--- config.mk ---
export PLATFORM = sky130hd
export DESIGN_NAME = inst_mem
export DESIGN_NICKNAME = d
export VERILOG_FILES = /design/src/rv_pkg.sv /design/src/inst_mem.sv
export SDC_FILE = /design/constraint.sdc
export NUM_CORES = 2
export LEC_CHECK = 0
export BUFFER_PORTS_ARGS = -buffer_cell sky130_fd_sc_hd__buf_2
export CAP_MARGIN = 20
export CORE_ASPECT_RATIO = 0.75
export CORE_MARGIN = 8
export CORE_UTILIZATION = 48
export DETAILED_ROUTE_END_ITERATION = 8
export GPL_TIMING_DRIVEN = 0
export PLACE_DENSITY = 0.68
export REMOVE_ABC_BUFFERS = 1
export SLEW_MARGIN = 30
export SYNTH_ARGS = -nofsm -noshare
export SYNTH_HDL_FRONTEND = slang
export SYNTH_SLANG_ARGS = --single-unit
--- constraint.sdc ---
create_clock -name clk -period 4.53 [get_ports clk]
set_input_delay 0.906 -clock clk [delete_from_list [all_inputs] [get_ports clk]]
set_output_delay 0.906 -clock clk [all_outputs]
set_load 0.01 [all_outputs]
--- src/rv_pkg.sv ---
package rv_pkg;

    // Datapath and instruction widths
    typedef logic [63:0] word_t;      // Data word or byte address
    typedef logic [31:0] inst_t;      // One instruction word
    typedef logic [4:0]  reg_idx_t;   // Register number x0..x31
    typedef logic [6:0]  imem_addr_t; // Instruction word index

    // Load sequence through the I/O bus
    typedef enum logic [1:0] {
        load_idle,    // No load in flight
        load_wait,    // Read strobe out, I/O block registering data
        load_capture  // Read data valid, written into x5
    } load_step_e;

    // Instruction memory size in words
    localparam int imem_depth = 128;

    // Program layout
    localparam word_t reset_pc = 64'h0000_0000_0000_0080; // Main program, word 32
    localparam word_t isr_pc   = 64'h0000_0000_0000_0000; // Handler in words 0..31

    // I/O map
    localparam word_t key_base = 64'h0000_0000_0000_2000; // Key input register
    localparam word_t art_base = 64'h0000_0000_0000_3000; // Art output register

    // Encodings
    localparam logic [6:0] opcode_lui = 7'b0110111;
    localparam inst_t inst_mret  = 32'h0000_0000;   // All zero word
    localparam inst_t inst_load  = 32'hFFFF_FFFF;   // Load key into x5
    localparam inst_t inst_store = 32'hFFFF_FF7F;   // rd = 30, store x5 to art

    // Value of ir after reset, decodes as a no-op
    localparam inst_t ir_reset_value = 32'h0000_0001;

    // External interrupt vector number
    localparam logic [3:0] irq_vec_ext = 4'd1;

endpackage

--- src/inst_mem.sv ---
module inst_mem (
    input  logic               clk,
    input  logic               we,           // Loader write strobe
    input  rv_pkg::imem_addr_t waddr,        // Loader word index
    input  rv_pkg::inst_t      wdata,
    input  rv_pkg::word_t      pc,           // Byte address from the core
    output rv_pkg::inst_t      instruction
);
    import rv_pkg::*;

    inst_t      mem [imem_depth];  // Program storage
    imem_addr_t raddr;

    // Word index from the byte address
    assign raddr = pc[8:2];

    // Loader writes at the clock edge
    always_ff @(posedge clk) begin
        if (we) mem[waddr] <= wdata;
    end

    // Fetch is combinational, ir registers it in the core
    assign instruction = mem[raddr];

endmodule

== After elaboration in Yosys (flattened, before gate mapping) ==
Memories as Yosys holds them, arrays and structs flattened.
Cells that the tools add are included.

* Flip-flop bits (word level): 0
* Bits in latches: 0
* Memory bits (writable): 4096
* ROM bits: 0
* Bits of input ports: 105
* Output and inout bits: 32
* Memories: 1

* $add $sub $neg: 0
* Multipliers: 0
* Divide/modulo/power cells: 0
* Magnitude comparators: 0
* Eq/ne operators: 0
* Shift operators: 0
* Multiplexer cells: 2
* Bitwise gates (word level): 0
* Reduce and logical (&&, ||, !) cells: 0

{| class="wikitable"
|+ Memories
! name !! depth !! width !! rd ports !! clocked after Yosys merged registers in !! write ports !! RTL line !! RTL
|-
| mem || 128 || 32 || 1 || 0 || 1 || inst_mem.sv:11 || <nowiki>inst_t mem [imem_depth];</nowiki>
|}

{| class="wikitable"
|+ Operator list
! operator !! count
|-
| $mux 1 || 2
|}

== Depth between registers and ports, before layout ==
* Depth after elaboration: 2
* Gate-level depth with buffers: 8
* Depth with buffers taken out: 4

== Least setup slack after synthesis ==
OpenSTA, ideal clock, no wires.

* Kind: in2out
* Start point: input port pc[2]
* End point: output port instruction[0]
* Arrival: 3.496 ns
* Required time: 3.624 ns
* Setup slack: 0.128 ns
* Cell stages on the path: 7
* Buffers on the path: 3
* Cells stage by stage: buf_2 -> buf_2 -> buf_1 -> mux4_2 -> mux4_2 -> mux4_2 -> mux2_2

* Longest elaborated chain between the ends: 1

{| class="wikitable"
|+ Ends and longest elaborated chain
! item !! RTL line !! RTL
|-
| start, declared || inst_mem.sv:6 || <nowiki>input rv_pkg::word_t pc,</nowiki>
|-
| $mem_v2 128x32 || -- ||
|-
| end, declared || inst_mem.sv:7 || <nowiki>output rv_pkg::inst_t instruction</nowiki>
|}

Every way passes these cells.

== Worst setup path after layout ==
* Start point: input port pc[2]
* End point: output port instruction[26]

Same word-level chain as after synthesis.

==> results.yml <==
layout:
  final_common_cell: "edfxtp_1"
  multiInputGateArea_mm2: 0.0325
  fill_cells: 21600
  layout-drive-gt1-share_pct: 39.0
  regMostFlops: "mem"
  instances_no_fill: 11300
  syn2layout_area_growth_pct: 20.7
  top_regs: "mem (4096)"
  design_area_mm2: 0.188
  nets: 6772
  largest_register_ffs: 4096
  mostFrequentLayoutCells: "4096 x edfxtp_1, 1344 x mux4_2, 424 x clkbuf_16"
  ff_latch_area_mm2: 0.123
placement:
  placed_cells_incl_taps: 10400
  placed_cell_area_mm2: 0.170
  place_hpwl_um: 255000
  io_buffers: 79
  gp_congestion: 0.748
  preCtsSetupSlack_ns: -2.28
sta:
  rsz0062_at_grt: "true"
  setup_violations: 32
  setup_slack_ns: -0.590
  fin_crit_ns: 5.12
  slew_headroom_pct: 32.2
  worst_slew_pin_slew_ns: 1.01
  timing.hold.ws_ns: 0.404
  slew_viol_final: 0
  hold_viol_final: 0
  fin_crit_sh_pct: 113
  fmaxAchievable_ghz: 0.195
power_and_ir_drop:
  ir_drop_v: 0.000346
  pwr-share-comb_pct: 6.2
  power_mw: 81.4
  p_sw_share_pct: 21.5
  internal_power_mw: 64.0
  p_leak_nw: 58.7
  p_sw_mw: 17.5
  pwr-share-seq_pct: 51.4
  pwr_density_cell_mw_per_mm2: 434
  clkPwrFrac_pct: 42.4
global_routing:
  grt_pass1_vias: 74800
  grt_max_degree: 104
  grt_usage_pct: 26.0
  antenna_found_initial: 58
  grt_pass1_wl_um: 617000
  globalRoute.totalOverflow: 0
run_status:
  violations: "negative setup slack"
  status: "complete, but fails checks"
logic_synthesis:
  synth-seq-cells: 4096
  synth_warnings: 0
  yosysUniqueCellTypes: 16
  synth_area_mm2: 0.156
  synth_area_per_cell_um2: 26.1
  synth-seq-area-share_pct: 79.0
  netlist_instances: 5958
critical_path:
  crit_type: "in2out"
  crit_required_ns: 3.62
  worstPathArrival_ns: 4.21
  endpoint_kind: "output pin"
  start_kind: "input pin"
  crit_fanout: 6
clock_network:
  cts_tree: "yes"
  cts_max_path_buffers: 4
  cts_max_level: 5
  numCtsBuffers: 389
  root_buffer: "clkbuf_16"
  cts_sinks: 4096
  path_clk_slew_ns: 0.06
  cts.hold.buffers_added: 0
die:
  start_util_pct: 48.1
  design.die.area_mm2: 0.343
  coreArea_mm2: 0.323
  die_h_um: 509
  fp-row-count: 181
  fp.dieW_um: 674
  pin_count: 137
drt:
  via_count: 76300
  ant_nets: 0
  drcViolationCount: 0
  drt-initial-drc-count: 14000
  via_per_inst: 6.75
  routedWlPerCell_um: 41.3
  first_pass_iters: 6
  routed_wl_um: 467000
run:
  drv_cap: 0
hold_path:
  hold_depth: 1
  hold_class: "in2reg"
worst paths after layout:
path,start,endpoint,slack (ns)
setup / recovery,pc[2],instruction[26],-0.59
hold / removal,wdata[18],mem[5][18],0.40
per-layer routing:
metal	global-route usage [%]	up-vias	part of all wire [%]
met4	9.38	20	4.5
met1	35.9	40700	35
met2	39.8	6600	46
met5	0	-	0.090
met3	7.57	1104	14
li1	-	27900	-
synthesized netlist by cell type, drive strengths merged:
cell type / number / share of area, %
nor2: 122 / 0.29
clkbuf: 182 / 0.44
buf: 134 / 0.40
edfxtp: 4096 / 79
or3: 1 / 0.0040
nand3: 12 / 0.039
mux4: 1344 / 19
nand2b: 2 / 0.0080
nand4: 3 / 0.012
nor2b: 7 / 0.028
mux2: 32 / 0.23
nor3: 9 / 0.029
nand2: 14 / 0.034
stage by stage:
step / utilization [%] / TNS (ns)
floorplan: - / 0
global placement: 49.5 / -8090.48
detailed placement: 52.7 / -69.03
CTS: 57.9 / -14.35
global route: 58.1 / -14.60
finish: 58.1 / -15.03
logic make-up after synthesis:
kind of cell	synth area share (%)
DFF	79.0
muxes	19.7
buffers and inverters	0.843
and+or+nand+nor	0.448
what timing repair did:
item | CTS | global route
setup endpoints to repair | 32 | 32
gates cloned | 85 | 25
hold endpoints to repair | 0 | 0
buffers inserted | 61 | 17
resized for setup | 123 | 29
power by group through the flow:
stage / registers (mW) / clock network (mW) / logic, mW
2_1_floorplan: 42.7 / 0 / 1.59
3_3_place_gp: 42.7 / 0 / 6.50
3_5_place_dp: 42.7 / 0 / 4.16
4_1_cts: 41.9 / 34.3 / 4.78
5_1_grt: 41.9 / 36.0 / 5.11
6_report: 41.9 / 34.5 / 5.03
cell type report:
class,count,area share [%]
Tap cell,4300,2.86
Clock buffer,461,5.45
Antenna cell,19,0.0253
Timing Repair Buffer,634,7.28
Sequential cell,4096,65.5
Multi-Input combinational cell,1546,17.3
Clock inverter,250,1.60
critical path, cell delays in order:
cell,delay [ns]
buf_16,0.11
buf_16,0.13
buf_16,0.15
buf_16,0.18
buf_12,0.12
buf_12,0.12
buf_16,0.14
mux4_2,0.56
mux4_2,0.53
mux4_2,0.66
mux2_2,0.38
buf_2,0.16
Note: power is estimated with default switching activity, not from simulation.
