### src/rv_pkg.sv
package rv_pkg;

    // Datapath and instruction widths
    typedef logic [63:0] word_t;      // Data word or byte address
    typedef logic [31:0] inst_t;      // One instruction word
    typedef logic [4:0]  reg_idx_t;   // Register number x0..x31
    typedef logic [6:0]  imem_addr_t; // Instruction word index

    // Load sequence through the I/O bus
    typedef enum logic [1:0] {
        load_idle,    // No load in flight
        load_wait,    // Read strobe out, I/O block registering data
        load_capture  // Read data valid, written into x5
    } load_step_e;

    // Instruction memory size in words
    localparam int imem_depth = 128;

    // Program layout
    localparam word_t reset_pc = 64'h0000_0000_0000_0080; // Main program, word 32
    localparam word_t isr_pc   = 64'h0000_0000_0000_0000; // Handler in words 0..31

    // I/O map
    localparam word_t key_base = 64'h0000_0000_0000_2000; // Key input register
    localparam word_t art_base = 64'h0000_0000_0000_3000; // Art output register

    // Encodings
    localparam logic [6:0] opcode_lui = 7'b0110111;
    localparam inst_t inst_mret  = 32'h0000_0000;   // All zero word
    localparam inst_t inst_load  = 32'hFFFF_FFFF;   // Load key into x5
    localparam inst_t inst_store = 32'hFFFF_FF7F;   // rd = 30, store x5 to art

    // Value of ir after reset, decodes as a no-op
    localparam inst_t ir_reset_value = 32'h0000_0001;

    // External interrupt vector number
    localparam logic [3:0] irq_vec_ext = 4'd1;

endpackage

### src/mmio_io.sv
module mmio_io (
    input  logic          clk,
    input  logic          reset,
    input  rv_pkg::word_t bus_address,
    input  rv_pkg::word_t bus_write_data,
    input  logic          bus_write_enable,
    input  logic          bus_read_enable,
    output rv_pkg::word_t bus_read_data,   // One cycle after the read strobe
    input  logic [15:0]   key_in,          // Switches from outside
    output rv_pkg::word_t art_data,
    output logic          art_valid        // Pulse after each art write
);
    import rv_pkg::*;

    logic  key_sel;    // Address hits the key register
    logic  art_sel;    // Address hits the art register
    logic  key_read;
    logic  art_write;
    word_t key_reg;    // Sampled key input

    // Full address compare, no aliasing
    assign key_sel = (bus_address == key_base);
    assign art_sel = (bus_address == art_base);

    assign key_read  = bus_read_enable && key_sel;
    assign art_write = bus_write_enable && art_sel;

    always_ff @(posedge clk or negedge reset) begin
        if (!reset) begin
            key_reg       <= '0;
            bus_read_data <= '0;
            art_valid     <= 1'b0;
        end else begin
            key_reg <= {48'b0, key_in};   // Resampled every cycle
            // Unmapped or idle reads return 0
            bus_read_data <= key_read ? key_reg : '0;
            art_valid     <= art_write;   // High in the cycle after the write
        end
    end

    // Art value held until the next write
    always_ff @(posedge clk) begin
        if (art_write) art_data <= bus_write_data;
    end

endmodule

### config.mk
export PLATFORM = sky130hd
export DESIGN_NAME = mmio_io
export DESIGN_NICKNAME = d
export VERILOG_FILES = /design/src/rv_pkg.sv /design/src/mmio_io.sv
export SDC_FILE = /design/constraint.sdc
export NUM_CORES = 1
export LEC_CHECK = 0
export BUFFER_PORTS_ARGS = -buffer_cell sky130_fd_sc_hd__buf_4
export CORE_AREA = 2 2 109 111
export DETAILED_ROUTE_END_ITERATION = 8
export DIE_AREA = 0 0 111 113
export MAX_ROUTING_LAYER = met4
export PLACE_DENSITY_LB_ADDON = 0.1
export SLEW_MARGIN = 0
export SYNTH_ARGS = -nofsm -noshare
export SYNTH_HDL_FRONTEND = slang
export SYNTH_SLANG_ARGS = --single-unit
### constraint.sdc
create_clock -name clk -period 0.8 [get_ports clk]
set_input_delay 0.24 -clock clk [delete_from_list [all_inputs] [get_ports clk]]
set_output_delay 0.24 -clock clk [all_outputs]
set_load 0.05 [all_outputs]
* Yosys cells after proc, flatten, opt, wreduce, memory -nomap -nowiden
Cells that the tools add are included.
** Word-level totals
- Output and inout bits :: 129
- Logic and storage cells :: 9
- Flip-flop bits (word level) :: 97
** Operators by class
- Multiplexer cells :: 1
- Eq/ne operators :: 2
- Reductions and logical operators :: 2
** Operator list (number)
- $eq A64 B14 Y1 const B :: 2
- $mux W16 :: 1
- $logic_and A1 B1 Y1 :: 2

* Depth between registers and ports, before layout
- Word-level depth :: 3
- Mapped depth :: 5
- Gate-level depth less buffers :: 4

* Worst setup path after synthesis
OpenSTA, ideal clock, no wires.
- Path type :: input port to flip-flop
- Start point :: in bus_address[56]
- End point :: reg art_data[0], enable pin
- Data arrival time :: 2.008 ns
- Buffers on the path :: 0
- Path slack :: -1.601 ns
- Required time :: 0.407 ns
- Stages :: 4
- Cells stage by stage :: nor4_1 -> nand4_1 -> nor4_4 -> and3_2
** Between the ends
- Word-level cells in the longest chain between the ends :: 2
** Ends and longest elaborated chain
- start: declaration :: line mmio_io.sv:4 : input rv_pkg::word_t bus_address,
- $eq A64 B14 Y1 :: line mmio_io.sv:23 : assign art_sel = (bus_address == art_base);
- $logic_and A1 B1 Y1 :: line mmio_io.sv:26 : assign art_write = bus_write_enable && art_sel;
- named net art_write :: line mmio_io.sv:18 : logic art_write;
- end signal: assignment :: line mmio_io.sv:43 : if (art_write) art_data <= bus_write_data;
- end: declaration :: line mmio_io.sv:10 : output rv_pkg::word_t art_data,
The timed path passes the listed nets, and every way through them passes these cells.
A chain may end at the register's enable or synchronous reset.

* Final worst setup path
- Start point :: in bus_address[7]
- End point :: reg art_data[6], enable pin
The elaborated chain is that of the path after synthesis.

==> parameters.txt <==
Parameter                              Value

Outcome
  Run status ... complete, but fails checks
  Failing checks ... negative setup slack

Worst setup path
  Worst setup path class ... in -> reg
  Largest stage delay on the critical path ... between 0.3 and 0.4 ns
  Worst Path Max Fanout ... 33
  Worst-path cell chain ... buf_4 > nor4_1 > nand4_1 > nor4_4 > and3_4 > buf_12
  Critical Path Slowest Stage Cell ... sky130_fd_sc_hd__nor4_4
  Startpoint of the worst-slack reg-to-reg timing path ... key_reg[8]
  Worst r2r path cells ... 1
  Required time of the worst setup path ... 0.83 ns
  Worst Setup Start Kind ... primary input
  R2R setup slack ... between 0.15 and 0.2 ns
  Nature of the critical path endpoint ... flip-flop
  Data arrival time of the worst path ... approximately 1.6 ns
  Capturing point of the worst reg2reg path ... bus_read_data[8]

Global route
  GRT Max-Usage Layer ... met2
  Vias in the first global route ... 2428
  Met2 usage in global routing ... between 20% and 30%
  Remaining global-route overflow ... 0
  Total track usage ... roughly 14%
  Largest net degree at the start of global routing ... 34
  Wire length of the first global-routing pass ... approximately 13 mm
  Routing usage on met3 ... 7.12%
  Initial antenna violation count ... 0
  Met1 usage in global routing ... between 15 and 20%

Worst hold path
  Kind of path behind the tightest hold check ... in -> reg
  Origin of the worst min-delay path ... key_in[4]
  Destination of the worst hold path ... key_reg[4]
  Hold path cells ... 1

STA
  Slew at the pin with the worst max-slew slack ... 1.01 ns
  Hold WS ... roughly 0.019 ns
  Worst slew margin relative to its limit ... between 30% and 40%
  Final worst setup slack ... -0.791 ns
  Count of final setup violators ... ~160
  Max Transition Viols Final ... 0
  Unrepaired setup endpoints after global routing ... true
  Final count of hold timing violations ... 0
  Tcrit/Tclk final ... 199%
  Post-layout min period ... ~1.6 ns
  Upper clock frequency limit ... approximately 630 MHz
  Clock tree skew after final layout ... around 0.0077 ns

Run
  Max Cap Viol ... 0

Routing
  DRC ... 0
  Wire length reported by the detailed router ... around 8.9 mm
  Routed via count ... around 2400
  DRT Pass-1 Iters ... 4
  Vias per std cell ... a little under 4
  WL per Instance ... 14.9 um
  Count of antenna-violating nets left after detailed routing ... 0
  Drt initial violations ... 55

Power and ir drop
  Leak Pwr ... ~2.7 nW
  Total power divided by cell area ... approximately 1800 mW/mm2
  IR drop worst, VDD ... a little over 900 uV

Clock tree
  TritonCTS Sinks ... 97
  Clock edge transition at the registers on the reported setup and hold paths ... approximately 0.07 ns
  Clock root cell ... sky130_fd_sc_hd__clkbuf_16
  H-tree levels ... 3
  Clock network latency to the later pin of the worst-skew pair ... between 0.3 and 0.4 ns
  Number of buffers between clock root and the deepest sink ... 2
  CTS tree ... built
  Total CTS buffers ... 9

Final layout
  Final Core Density ... 54.1%
  Top library cells by usage in the layout, fill and taps aside ... sky130_fd_sc_hd__buf_4, sky130_fd_sc_hd__buf_6, sky130_fd_sc_hd__edfxtp_1
  Number of nets at the end of the flow ... 595
  Number of flip-flops under the largest register name ... between 60 and 70
  Area growth syn-to-layout ... 78.6%
  Ratio of cells with drive above 1 in the final layout ... 62.4%
  Most common library cell in the layout ignoring fill and taps ... sky130_fd_sc_hd__buf_4
  Antenna fix cells ... 0

Logic synthesis
  Number of warnings reported in the yosys synthesis log ... 0
  Number of distinct library cells after synthesis ... 15
  Post-Syn Area per Cell ... about 18 um2
  Yosys reg bits ... between 90 and 100
  Netlist area before placement ... about 0.0034 mm2
  Seq/Total Area, Yosys ... approximately 80%
  Number of standard cells after synthesis ... between 150 and 200

Floorplanning
  Initial Utilization ... 30.3%
  FP Rows ... 39
  Die Width ... ~110 um
  Core area ... ~0.011 mm2
  Die span in y ... 113 um
  Number of top-level pins ... around 280
  Floorplan die area ... between 0.01 and 0.015 mm2

Place
  RD Place Congestion ... 0.754
  I/O Buffers ... 228
  Detailed placement HPWL ... 6.86 mm
synthesized netlist by cell type:
cell type | number | area [um2]
sky130_fd_sc_hd__and3_1 | 10 | 62.6
sky130_fd_sc_hd__and3_2 | 7 | 52.6
sky130_fd_sc_hd__buf_4 | 48 | 360
sky130_fd_sc_hd__buf_6 | 1 | 11.3
sky130_fd_sc_hd__clkbuf_1 | 1 | 3.75
sky130_fd_sc_hd__conb_1 | 1 | 3.75
sky130_fd_sc_hd__dfrtp_1 | 33 | 826
sky130_fd_sc_hd__edfxtp_1 | 64 | 1920
sky130_fd_sc_hd__nand4_1 | 4 | 25.0
sky130_fd_sc_hd__nor2b_1 | 1 | 6.26
sky130_fd_sc_hd__nor3_1 | 1 | 5.00
sky130_fd_sc_hd__nor4_1 | 12 | 75.1
sky130_fd_sc_hd__nor4_2 | 2 | 25.0
sky130_fd_sc_hd__nor4_4 | 1 | 21.3
sky130_fd_sc_hd__nor4b_2 | 1 | 15.0
how the worst max path moves through the flow:
| stage | cells after the start | slack (ns) | to | start |
|---|---|---|---|---|
| 4_1_cts | 6 | -0.80 | art_data[6] | bus_address[15] |
| 2_1_floorplan | 4 | -1.29 | art_data[0] | bus_address[15] |
| 3_5_place_dp | 6 | -1.19 | art_data[49] | bus_address[15] |
| 3_3_place_gp | 6 | -1.15 | art_data[14] | bus_address[5] |
| 5_1_grt | 6 | -0.86 | art_data[6] | bus_address[15] |
| 6_report | 6 | -0.79 | art_data[6] | bus_address[7] |
metrics by stage:
step | cells | cell area (um2) | setup slack [ns] | TNS [ns] | total power [mW]
floorplan | 234 | 3650 | -1.29 | -95.57 | 6.21
global placement | 560 | 5240 | -1.15 | -87.91 | 6.64
detailed placement | 560 | 5240 | -1.19 | -90.73 | 6.65
CTS | 593 | 6070 | -0.803 | -88.23 | 10.9
global route | 595 | 6100 | -0.860 | -95.25 | 11.2
finish | 595 | 6100 | -0.791 | -86.45 | 10.8
power by group:
group | leakage [nW] | internal (mW) | switching, mW | total (mW)
clock network | 0.148 | 2.27 | 1.89 | 4.16
registers | 0.971 | 5.39 | 0.00894 | 5.40
logic | 1.61 | 0.537 | 0.682 | 1.22
worst max-delay path, delay by kind of cell:
family / cells / cell delay [ns]
simple gates: 4 / 1.06
buf+inv: 2 / 0.31
routing by layer:
layer	up-vias	part of all wire, %
met5	-	0
met3	6	12
met4	0	0.83
met2	147	48
li1	1114	-
met1	1098	39
cell type report:
cell class | count | area (um2)
Clock inverter | 6 | 55.1
Sequential cell | 97 | 2770
Clock buffer | 10 | 239
Tap cell | 143 | 179
Multi-Input combinational cell | 87 | 533
Fill cell | 962 | 5170
Timing Repair Buffer | 252 | 2320
cell families (layout without fill, tap and decap cells):
logic type,count (synthesis),after routing,share of synthesized area (%)
DFF,97,97,80.5
buffers and inverters,50,268,11.0
and+or+nand+nor,39,39,8.43
other,1,48,0.110
timing repair:
| action | CTS | global route |
|---|---|---|
| hold endpoints to repair | 47 | 1 |
| gates cloned | 1 | 0 |
| pin swaps | 6 | 2 |
| hold buffers | 15 | 1 |
| buffers inserted | 1 | 1 |
| setup endpoints to repair | 162 | 162 |
| resized for setup | 94 | 3 |
Power figures use the tool's default switching activity.
