==> src/rv_pkg.sv <==
package rv_pkg;

    // Datapath and instruction widths
    typedef logic [63:0] word_t;      // Data word or byte address
    typedef logic [31:0] inst_t;      // One instruction word
    typedef logic [4:0]  reg_idx_t;   // Register number x0..x31
    typedef logic [6:0]  imem_addr_t; // Instruction word index

    // Load sequence through the I/O bus
    typedef enum logic [1:0] {
        load_idle,    // No load in flight
        load_wait,    // Read strobe out, I/O block registering data
        load_capture  // Read data valid, written into x5
    } load_step_e;

    // Instruction memory size in words
    localparam int imem_depth = 128;

    // Program layout
    localparam word_t reset_pc = 64'h0000_0000_0000_0080; // Main program, word 32
    localparam word_t isr_pc   = 64'h0000_0000_0000_0000; // Handler in words 0..31

    // I/O map
    localparam word_t key_base = 64'h0000_0000_0000_2000; // Key input register
    localparam word_t art_base = 64'h0000_0000_0000_3000; // Art output register

    // Encodings
    localparam logic [6:0] opcode_lui = 7'b0110111;
    localparam inst_t inst_mret  = 32'h0000_0000;   // All zero word
    localparam inst_t inst_load  = 32'hFFFF_FFFF;   // Load key into x5
    localparam inst_t inst_store = 32'hFFFF_FF7F;   // rd = 30, store x5 to art

    // Value of ir after reset, decodes as a no-op
    localparam inst_t ir_reset_value = 32'h0000_0001;

    // External interrupt vector number
    localparam logic [3:0] irq_vec_ext = 4'd1;

endpackage

==> src/rv_core.sv <==
module rv_core (
    input  logic          clk,
    input  logic          reset,
    input  rv_pkg::inst_t instruction,       // Word at pc from instruction memory
    output rv_pkg::word_t pc,
    output logic          heartbeat,
    input  logic [3:0]    interrupt_vector,
    output logic          interrupt_pending,  // High from entry until MRET
    output logic          interrupt_ack,      // One cycle pulse on entry
    output rv_pkg::word_t bus_address,
    output rv_pkg::word_t bus_write_data,
    output logic          bus_write_enable,
    output logic          bus_read_enable,
    input  rv_pkg::word_t bus_read_data
);
    import rv_pkg::*;

    inst_t      ir;               // Executing instruction
    word_t      mepc;             // Return address for MRET
    logic       bubble;           // Next ir is stale after a pc jump
    load_step_e load_step;
    word_t      regs [32];        // Register file, x0 never written

    // Decode fields
    reg_idx_t rd;
    word_t    imm_u;

    // Decode flags
    logic is_lui;
    logic is_mret;
    logic is_load;
    logic is_store;

    logic take_irq;    // Interrupt taken this cycle
    logic exec_valid;  // ir is executed this cycle

    // Register file write port
    logic     rf_we;
    reg_idx_t rf_waddr;
    word_t    rf_wdata;

    assign rd    = ir[11:7];
    assign imm_u = {{32{ir[31]}}, ir[31:12], 12'b0}; // U immediate, sign from bit 31

    // Interrupts wait until a load sequence has finished
    assign take_irq   = (interrupt_vector == irq_vec_ext) && !interrupt_pending &&
                        (load_step == load_idle);
    assign exec_valid = !take_irq && !bubble && (load_step == load_idle);

    // Instruction decode, anything unmatched is a no-op
    always_comb begin
        is_lui   = 1'b0;
        is_mret  = 1'b0;
        is_load  = 1'b0;
        is_store = 1'b0;
        casez (ir)
            inst_mret:              is_mret  = 1'b1;
            inst_load:              is_load  = 1'b1;
            inst_store:             is_store = 1'b1;
            {25'b?, opcode_lui}:    is_lui   = 1'b1;
            default: ;
        endcase
    end

    // Write source for the register file
    always_comb begin
        rf_we    = 1'b0;
        rf_waddr = rd;
        rf_wdata = imm_u;
        if (load_step == load_capture) begin
            rf_we    = 1'b1;             // Key value lands in x5
            rf_waddr = reg_idx_t'(5);
            rf_wdata = bus_read_data;
        end else if (exec_valid && is_lui && rd != '0) begin
            rf_we = 1'b1;                // LUI, x0 writes dropped
        end
    end

    always_ff @(posedge clk) begin
        if (rf_we) regs[rf_waddr] <= rf_wdata;
    end

    // Fetch register and heartbeat
    always_ff @(posedge clk or negedge reset) begin
        if (!reset) begin
            ir        <= ir_reset_value;
            heartbeat <= 1'b0;
        end else begin
            ir        <= instruction;    // Word fetched at current pc
            heartbeat <= ~heartbeat;
        end
    end

    // Execute, pc update and bus strobes
    always_ff @(posedge clk or negedge reset) begin
        if (!reset) begin
            pc                <= reset_pc;
            mepc              <= reset_pc;
            bubble            <= 1'b0;
            load_step         <= load_idle;
            interrupt_pending <= 1'b0;
            interrupt_ack     <= 1'b0;
            bus_address       <= '0;
            bus_write_data    <= '0;
            bus_write_enable  <= 1'b0;
            bus_read_enable   <= 1'b0;
        end else begin
            pc               <= pc + 64'd4; // Sequential fetch unless overridden
            interrupt_ack    <= 1'b0;
            bus_write_enable <= 1'b0;       // Strobes last one cycle by default
            bus_read_enable  <= 1'b0;

            if (take_irq) begin
                mepc              <= pc;    // Word after the discarded ir
                pc                <= isr_pc;
                bubble            <= 1'b1;  // Drop the word fetched at old pc
                interrupt_pending <= 1'b1;
                interrupt_ack     <= 1'b1;
            end else if (load_step == load_wait) begin
                pc              <= pc;      // Still stalled
                bus_read_enable <= 1'b1;    // Second cycle of read strobe
                load_step       <= load_capture;
            end else if (load_step == load_capture) begin
                load_step <= load_idle;     // x5 written by the regfile port
            end else if (bubble) begin
                bubble <= 1'b0;             // Stale ir skipped
            end else begin
                if (is_mret) begin
                    pc                <= mepc;
                    bubble            <= 1'b1;
                    interrupt_pending <= 1'b0;
                end
                if (is_load) begin
                    bus_address     <= key_base;
                    bus_read_enable <= 1'b1;
                    pc              <= pc;  // Hold so next word is refetched
                    load_step       <= load_wait;
                end
                if (is_store) begin
                    bus_address      <= art_base;
                    bus_write_data   <= regs[5];
                    bus_write_enable <= 1'b1;
                end
            end
        end
    end

endmodule

==> config.mk <==
export PLATFORM = sky130hd
export DESIGN_NAME = rv_core
export DESIGN_NICKNAME = d
export VERILOG_FILES = /design/src/rv_pkg.sv /design/src/rv_core.sv
export SDC_FILE = /design/constraint.sdc
export NUM_CORES = 1
export LEC_CHECK = 0
export BUFFER_PORTS_ARGS = -buffer_cell sky130_fd_sc_hd__buf_4
export CAP_MARGIN = 30
export CORE_MARGIN = 1.5
export CORE_UTILIZATION = 25
export CTS_BUF_LIST = sky130_fd_sc_hd__clkbuf_8
export DETAILED_ROUTE_END_ITERATION = 10
export GPL_TIMING_DRIVEN = 1
export SLEW_MARGIN = 20
export SYNTH_ARGS = -nofsm -noshare
export SYNTH_HDL_FRONTEND = slang
export SYNTH_SLANG_ARGS = --single-unit
==> constraint.sdc <==
create_clock -name clk -period 9.09 [get_ports clk]
set_clock_uncertainty 0.05 [all_clocks]
set_input_delay 0.4545 -clock clk [delete_from_list [all_inputs] [get_ports clk]]
set_output_delay 0.4545 -clock clk [all_outputs]
set_load 0.02 [all_outputs]
Yosys cells after proc, flatten, opt, wreduce, memory -nomap -nowiden
Memories as Yosys holds them, arrays and structs flattened. A register that Yosys moved wholly into a read port is not among the register bits.
Cells that the tools add are included.
- bits in registers: 232
- output and inout port bits: 197
- memories: 1
- RAM bits: 2048
- memory list (memory ; depth ; width ; rd ports ; clocked after memory_dff ; write ports ; RTL line ; text):
    regs ; 32 ; 64 ; 1 ; 1 ; 1 ; rv_core.sv:22 ; word_t regs [32];
- bitwise logic cells: 5
- multiplexer cells: 43
- reduce and logical (&&, ||, !) cells: 22
- add/sub/neg operators: 1
- equality and inequality tests: 11
- operator list (operator ; number):
    2-to-1 mux 64 bit ; 9
    adder 64 x 3 -> 64 bit (second input constant) ; 1
    == test 32 bit (second input constant) ; 2
    zero test 32 bit ; 1
    2-to-1 mux 1 bit ; 29
    AND reduction 5 bit ; 2
    2-to-1 mux 2 bit ; 4
    == test 7 x 6 -> 1 bit (second input constant) ; 1
    logical AND 1 bit ; 6
    2-to-1 mux 5 bit ; 1
    NOT 1 bit ; 5
    nonzero test 5 bit ; 1
    == test 4 x 1 -> 1 bit (second input constant) ; 1
    zero test 1 bit ; 4
    != test 2 bit (second input constant) ; 2
    != test 4 x 2 -> 1 bit (second input constant) ; 1
    AND reduction 2 bit ; 2
    AND reduction 4 bit ; 1
    nonzero test 2 bit ; 2
    != test 3 x 1 -> 1 bit (second input constant) ; 1
    AND reduction 3 bit ; 1
    nonzero test 3 bit ; 1
    == test 2 x 1 -> 1 bit (second input constant) ; 1
    == test 2 bit (second input constant) ; 1
    other kinds (2) ; 2

Logic depth before layout (Yosys ltp)
- word-level depth: 12
- gate-level depth with buffers: 10

Least setup slack after synthesis
OpenSTA, ideal clock, no wires.
- path type: register to register
- start: register load_step[0]
- end: memory regs[5][0] (netlist name), enable pin
- stages on the path, launching flop included: 6
- arrival time: 5.679 ns
- required time: 8.466 ns
- slack: 2.787 ns
- library setup time: 0.574 ns
- path through: dfrtp_1 -> inv_1 -> ha_1 -> nor4b_1 -> a2111o_1 -> o21ai_0
- longest elaborated chain between the ends: 11
- elaborated cells on any way between the ends: 13
- RTL lines (what ; RTL line ; text):
    start: declaration ; rv_core.sv:21 ; load_step_e load_step;
    start signal: assignment ; rv_core.sv:100 ; load_step <= load_idle;
    start signal: assignment ; rv_core.sv:122 ; load_step <= load_capture;
    start signal: assignment ; rv_core.sv:124 ; load_step <= load_idle;
    zero test 2 bit ; rv_core.sv:47, rv_core.sv:48 ;
    logical AND 1 bit ; rv_core.sv:46 ; assign take_irq = (interrupt_vector == irq_vec_ext) && !interrupt_pending &&
    zero test 1 bit ; rv_core.sv:48 ; assign exec_valid = !take_irq && !bubble && (load_step == load_idle);
    logical AND 1 bit (2 in a row) ; rv_core.sv:48 ;
    logical AND 1 bit (2 in a row) ; rv_core.sv:74 ; end else if (exec_valid && is_lui && rd != '0) begin
    2-to-1 mux 1 bit ; rv_core.sv:74 ;
    2-to-1 mux 1 bit ; rv_core.sv:70 ; if (load_step == load_capture) begin
    2-to-1 mux 1 bit ; rv_core.sv:80 ; if (rf_we) regs[rf_waddr] <= rf_wdata;
    2-to-1 mux 1 bit (not written as such) ; rv_core.sv:80 ;
    end: declaration ; rv_core.sv:22 ;
Parallel ways exist; a longest one is shown, timed or not.

Worst setup path after layout
- start: register ir[28]
- end: register pc[49]
- longest elaborated chain between the ends: 8
- elaborated cells on any way between the ends: 12
- RTL lines (what ; RTL line ; text):
    start: declaration ; rv_core.sv:18 ; inst_t ir;
    start signal: assignment ; rv_core.sv:86 ; ir <= ir_reset_value;
    start signal: assignment ; rv_core.sv:89 ; ir <= instruction;
    zero test 32 bit ; rv_core.sv:56 ; casez (ir)
    2-to-1 mux 1 bit ; rv_core.sv:56 ;
    2-to-1 mux 64 bit ; rv_core.sv:128 ; if (is_mret) begin
    2-to-1 mux 64 bit ; rv_core.sv:133 ; if (is_load) begin
    2-to-1 mux 64 bit ; rv_core.sv:125 ; end else if (bubble) begin
    2-to-1 mux 64 bit ; rv_core.sv:123 ; end else if (load_step == load_capture) begin
    2-to-1 mux 64 bit ; rv_core.sv:119 ; end else if (load_step == load_wait) begin
    2-to-1 mux 64 bit ; rv_core.sv:113 ; if (take_irq) begin
    end signal: assignment ; rv_core.sv:115 ; pc <= isr_pc;
    end signal: assignment ; rv_core.sv:120 ; pc <= pc;
    end signal: assignment ; rv_core.sv:129 ; pc <= mepc;
    end: declaration ; rv_core.sv:5 ; output rv_pkg::word_t pc,
Parallel ways exist; a longest one is shown, timed or not. The select of a mux whose other input is x is not followed.
A chain may end at the register's enable or synchronous reset.

==> key figures <==
STA
  – Max-slew violations: 0
  – Final period utilization: 0.389
  – Final setup vio count: 0
  – Hold Fails Final Rpt: 0
  – Unrepaired setup endpoints after global routing: no
  – Setup TNS Final: 0 ns
  – Fin worst setup slack: 5.55 ns
  – Worst slew margin: 0.366
  – Max frequency: 283 MHz
  – Hold_ws: 0.0747 ns
  – Final min period: 3.54 ns
  – Worst Tran Pin Value: 0.952 ns

Power
  – NetSw: 1.00 mW
  – Sequential Power Share: 0.469
  – Clock Power Share: 0.385
  – VDD IR max: 0.0952 mV
  – Sw Share: 0.297
  – Gate power share: 0.146
  – Internal power: 2.37 mW
  – Leakage power: 7.73 nW
  – P per Cell Area: 197 nW/um^2

Synth
  – Asr flop ratio synth: 0.785
  – XOR/XNOR share of the synthesized area: 0
  – Post-synth EDFFs: 64
  – #FFs+latches synth: 298
  – Simple-Gate Fraction of Synth Area: 0.172
  – Mapped Avg Cell Area: 10.5 sq um
  – Synth Flop Type: dfrtp_1
  – Mux share of post-synthesis cell area: 0.0723
  – Largest family of logic cells by synthesized area: simple AND/OR/NAND/NOR gates
  – Syn. warnings: 0
  – Number of library cell types mapped by synthesis: 52
  – Cells after synthesis: 1273
  – Post-synthesis adder-cell area fraction: 0.00375
  – Compound-Gate Fraction of Synth Area: 0.104
  – Seq/Total Area, Yosys: 0.583
  – Synth Cell Area: 13400 sq um

Global route
  – Final global-route overflow total: 0
  – First-pass GRT wire length: 60900 um
  – Pin count of the biggest net entering global routing: 97
  – Initial antenna violation count: 1
  – Gr usage total: 0.143
  – Vias in the first global route: 10364

Worst setup path
  – Crit-path max FO: 61
  – CP max-delay cell: nor4_1
  – CP Data Required Time: 9.50 ns
  – R2R depth: 9
  – WS Path Type: reg -> reg
  – Worst path arrival time: 3.94 ns
  – CP most frequent cell: buf_4
  – Crit-path cells: nor4_1 > nand4_1 > nor4_4 > buf_4 > buf_4 > buf_12 > nor2_1 > a32oi_1 > o21ai_0
  – Setup crit end kind: register
  – Worst Setup Start Kind: register
  – Critical Path Max Stage Delay: 0.62 ns

Floorplanning
  – Die ar.: 54800 sq um
  – Die Y: 234 um
  – Die span in x: 234 um
  – CORE AREA: 52700 sq um
  – Cell Rows: 84
  – Starting density of the core: 0.254
  – IO Count: 299

Place
  – # port buffers: 236
  – Worst slack, placed: 5.40 ns
  – DPL Wire Length: 26600 um
  – RD Place Congestion: 0.799

Detailed routing
  – Drt pass-1 iters: 5
  – Via Count: 10622
  – Avg WL per Cell: 17.6 um
  – DR vias/cell: 4.67
  – Final wirelength: 40000 um
  – DRT antenna net count: 0
  – Remaining DRCs: 0
  – Initial drt markers: 721

Outcome
  – Status: completed

Clock network
  – TritonCTS Sinks: 298
  – Root Buffer: clkbuf_8
  – # H-tree levels: 2
  – CTS Buf Count: 54
  – TritonCTS clock tree: yes
  – Clock slew at reported path FFs: 0.06 ns
  – Post-CTS Setup Repair Bufs: 0
  – CTS max path bufs: 3
  – Worst-Skew Late Latency: 0.62 ns

Layout
  – Layout area overhead: 28.2%
  – Fillers: 5352
  – Layout cell share with drive strength beyond 1: 0.277
  – Final nets: 1646

Worst hold path
  – Worst hold-check path type: in -> reg
  – Hold Path Depth: 2

Job
  – Max Cap Violations: 0
## path summary, 6_finish.rpt
kind | start | endpoint | slack, ns
setup reg to reg | ir[28]$_DFF_PN0_ | pc[49]$_DFFE_PN0P_ | 5.55
hold reg to reg | heartbeat$_DFF_PN0_ | heartbeat$_DFF_PN0_ | 0.37
hold / removal | bus_read_data[11] | regs[5][11]$_SDFFCE_PN0P_ | 0.07
min in group asynchronous | reset | bus_write_data[4]$_DFFE_PN0P_ | 0.39
setup / recovery | ir[28]$_DFF_PN0_ | pc[49]$_DFFE_PN0P_ | 5.55
max in group asynchronous | reset | mepc[52]$_DFFE_PN0N_ | 7.33
## through the flow
stage,std cells,cell area [sq um],utilization,power (mW)
after global placement,2136,15600,0.296,2.08
after detailed placement,2137,15600,0.297,2.09
final,2273,17100,0.325,3.37
after floorplan,1334,13600,-,1.88
after global routing,2272,17100,0.325,3.55
after CTS,2270,17100,0.324,3.43
## flip-flops by register name, indices dropped and copies added, names as in the netlist
name,count
bus_write_enable,1
interrupt_ack,1
regs,64
pc,64
bus_write_data,64
interrupt_pending,1
load_step,2
bubble,1
mepc,64
heartbeat,1
bus_address,2
ir,32
bus_read_enable,1
## per-layer routing
layer,up-vias,part of all wire,track usage
met1,5199,0.42,0.187
met4,0,0.019,0.0419
li1,4940,-,-
met2,422,0.47,0.229
met3,61,0.090,0.0385
met5,-,0,0
## cells in the mapped netlist (2+ instances only)
library cell,n,area (sq um)
a211oi_1,13,97.6
nor4_1,31,194
buf_4,63,473
mux2i_1,2,20.0
and2_1,17,106
a311oi_1,2,17.5
nand3_1,27,135
nand2_1,281,1050
and3_1,6,37.5
o31a_1,13,114
o21ai_0,96,480
o31ai_1,7,52.6
nand2b_1,4,25.0
inv_1,24,90.1
a21oi_1,44,220
nor2_1,31,116
nand4_1,21,131
o41ai_1,3,26.3
dfrtp_1,231,5780
edfxtp_1,64,1920
clkbuf_1,52,195
nor3_1,39,195
buf_2,8,40.0
or3_1,6,37.5
buf_1,13,48.8
nor3b_1,4,30.0
or2_2,3,18.8
a22o_1,7,61.3
o22ai_1,18,113
or4_4,2,22.5
nand4b_1,3,26.3
and4_1,10,87.6
a21o_1,6,45.0
mux2_2,84,946
nor4_2,2,25.0
o41a_1,3,33.8
a22oi_1,3,22.5
ha_1,4,50.1
dfstp_2,3,78.8
nor4b_1,2,17.5
a32oi_1,9,78.8
nor2b_1,2,12.5
## cell families (layout without fill, tap and decap cells)
family,after synthesis,count (layout)
fa+ha+maj,4,4
mux,86,86
flops,298,298
buf+inv,162,412
other cells,1,63
simple gates,494,494
compound gates,228,228
## worst max-delay path: cells and delay by family, from the launching register on
family          cells  cell delay (ns)
flops               1             0.40
simple gates        4             1.24
compound gates      2             0.31
buf+inv             3             1.34
## cell type report
class                           count  area (sq um)  area share
Multi-Input combinational cell    874          4980       0.291
Clock inverter                     34           210      0.0123
Timing Repair Buffer              287          2280       0.133
Clock buffer                       66           908      0.0531
Antenna cell                        1          2.50    0.000146
Sequential cell                   298          7780       0.455
Inverter                           25          93.8     0.00548
Tap cell                          688           861      0.0503
## placed cells by master, fill, tap and decap left out, drive strengths merged, types with 6 or more instances in the layout
cell type,synthesis,final
nor2,31,31
dfrtp,231,231
and2,17,17
a22o,7,7
buf,84,254
nor4,33,33
nand2,281,281
nand4,21,21
and4,10,10
clkinv,1,12
inv,24,43
or3,6,6
a21o,6,6
mux2,84,84
nor3,39,39
a21oi,44,44
a211oi,13,13
nand3,28,28
edfxtp,64,64
dlygate4sd3,0,33
conb,1,62
clkbuf,53,66
and3,6,6
o22ai,18,18
o21ai,96,96
o31ai,7,7
o31a,13,13
a32oi,9,9
## power groups by stage
stage,clock network [mW],logic (mW),registers [mW]
6_report,1.30,0.492,1.58
5_1_grt,1.41,0.542,1.60
4_1_cts,1.34,0.498,1.59
3_5_place_dp,0,0.486,1.61
3_3_place_gp,0,0.475,1.60
2_1_floorplan,0,0.270,1.61
## timing repair
item | 4_1_cts | 5_1_grt
endpoints found under the hold margin | 123 | 0
resized for setup | 0 | 0
setup endpoints to repair | 0 | 0
hold buffers | 33 | 0
(Power assumes the default switching activity.)
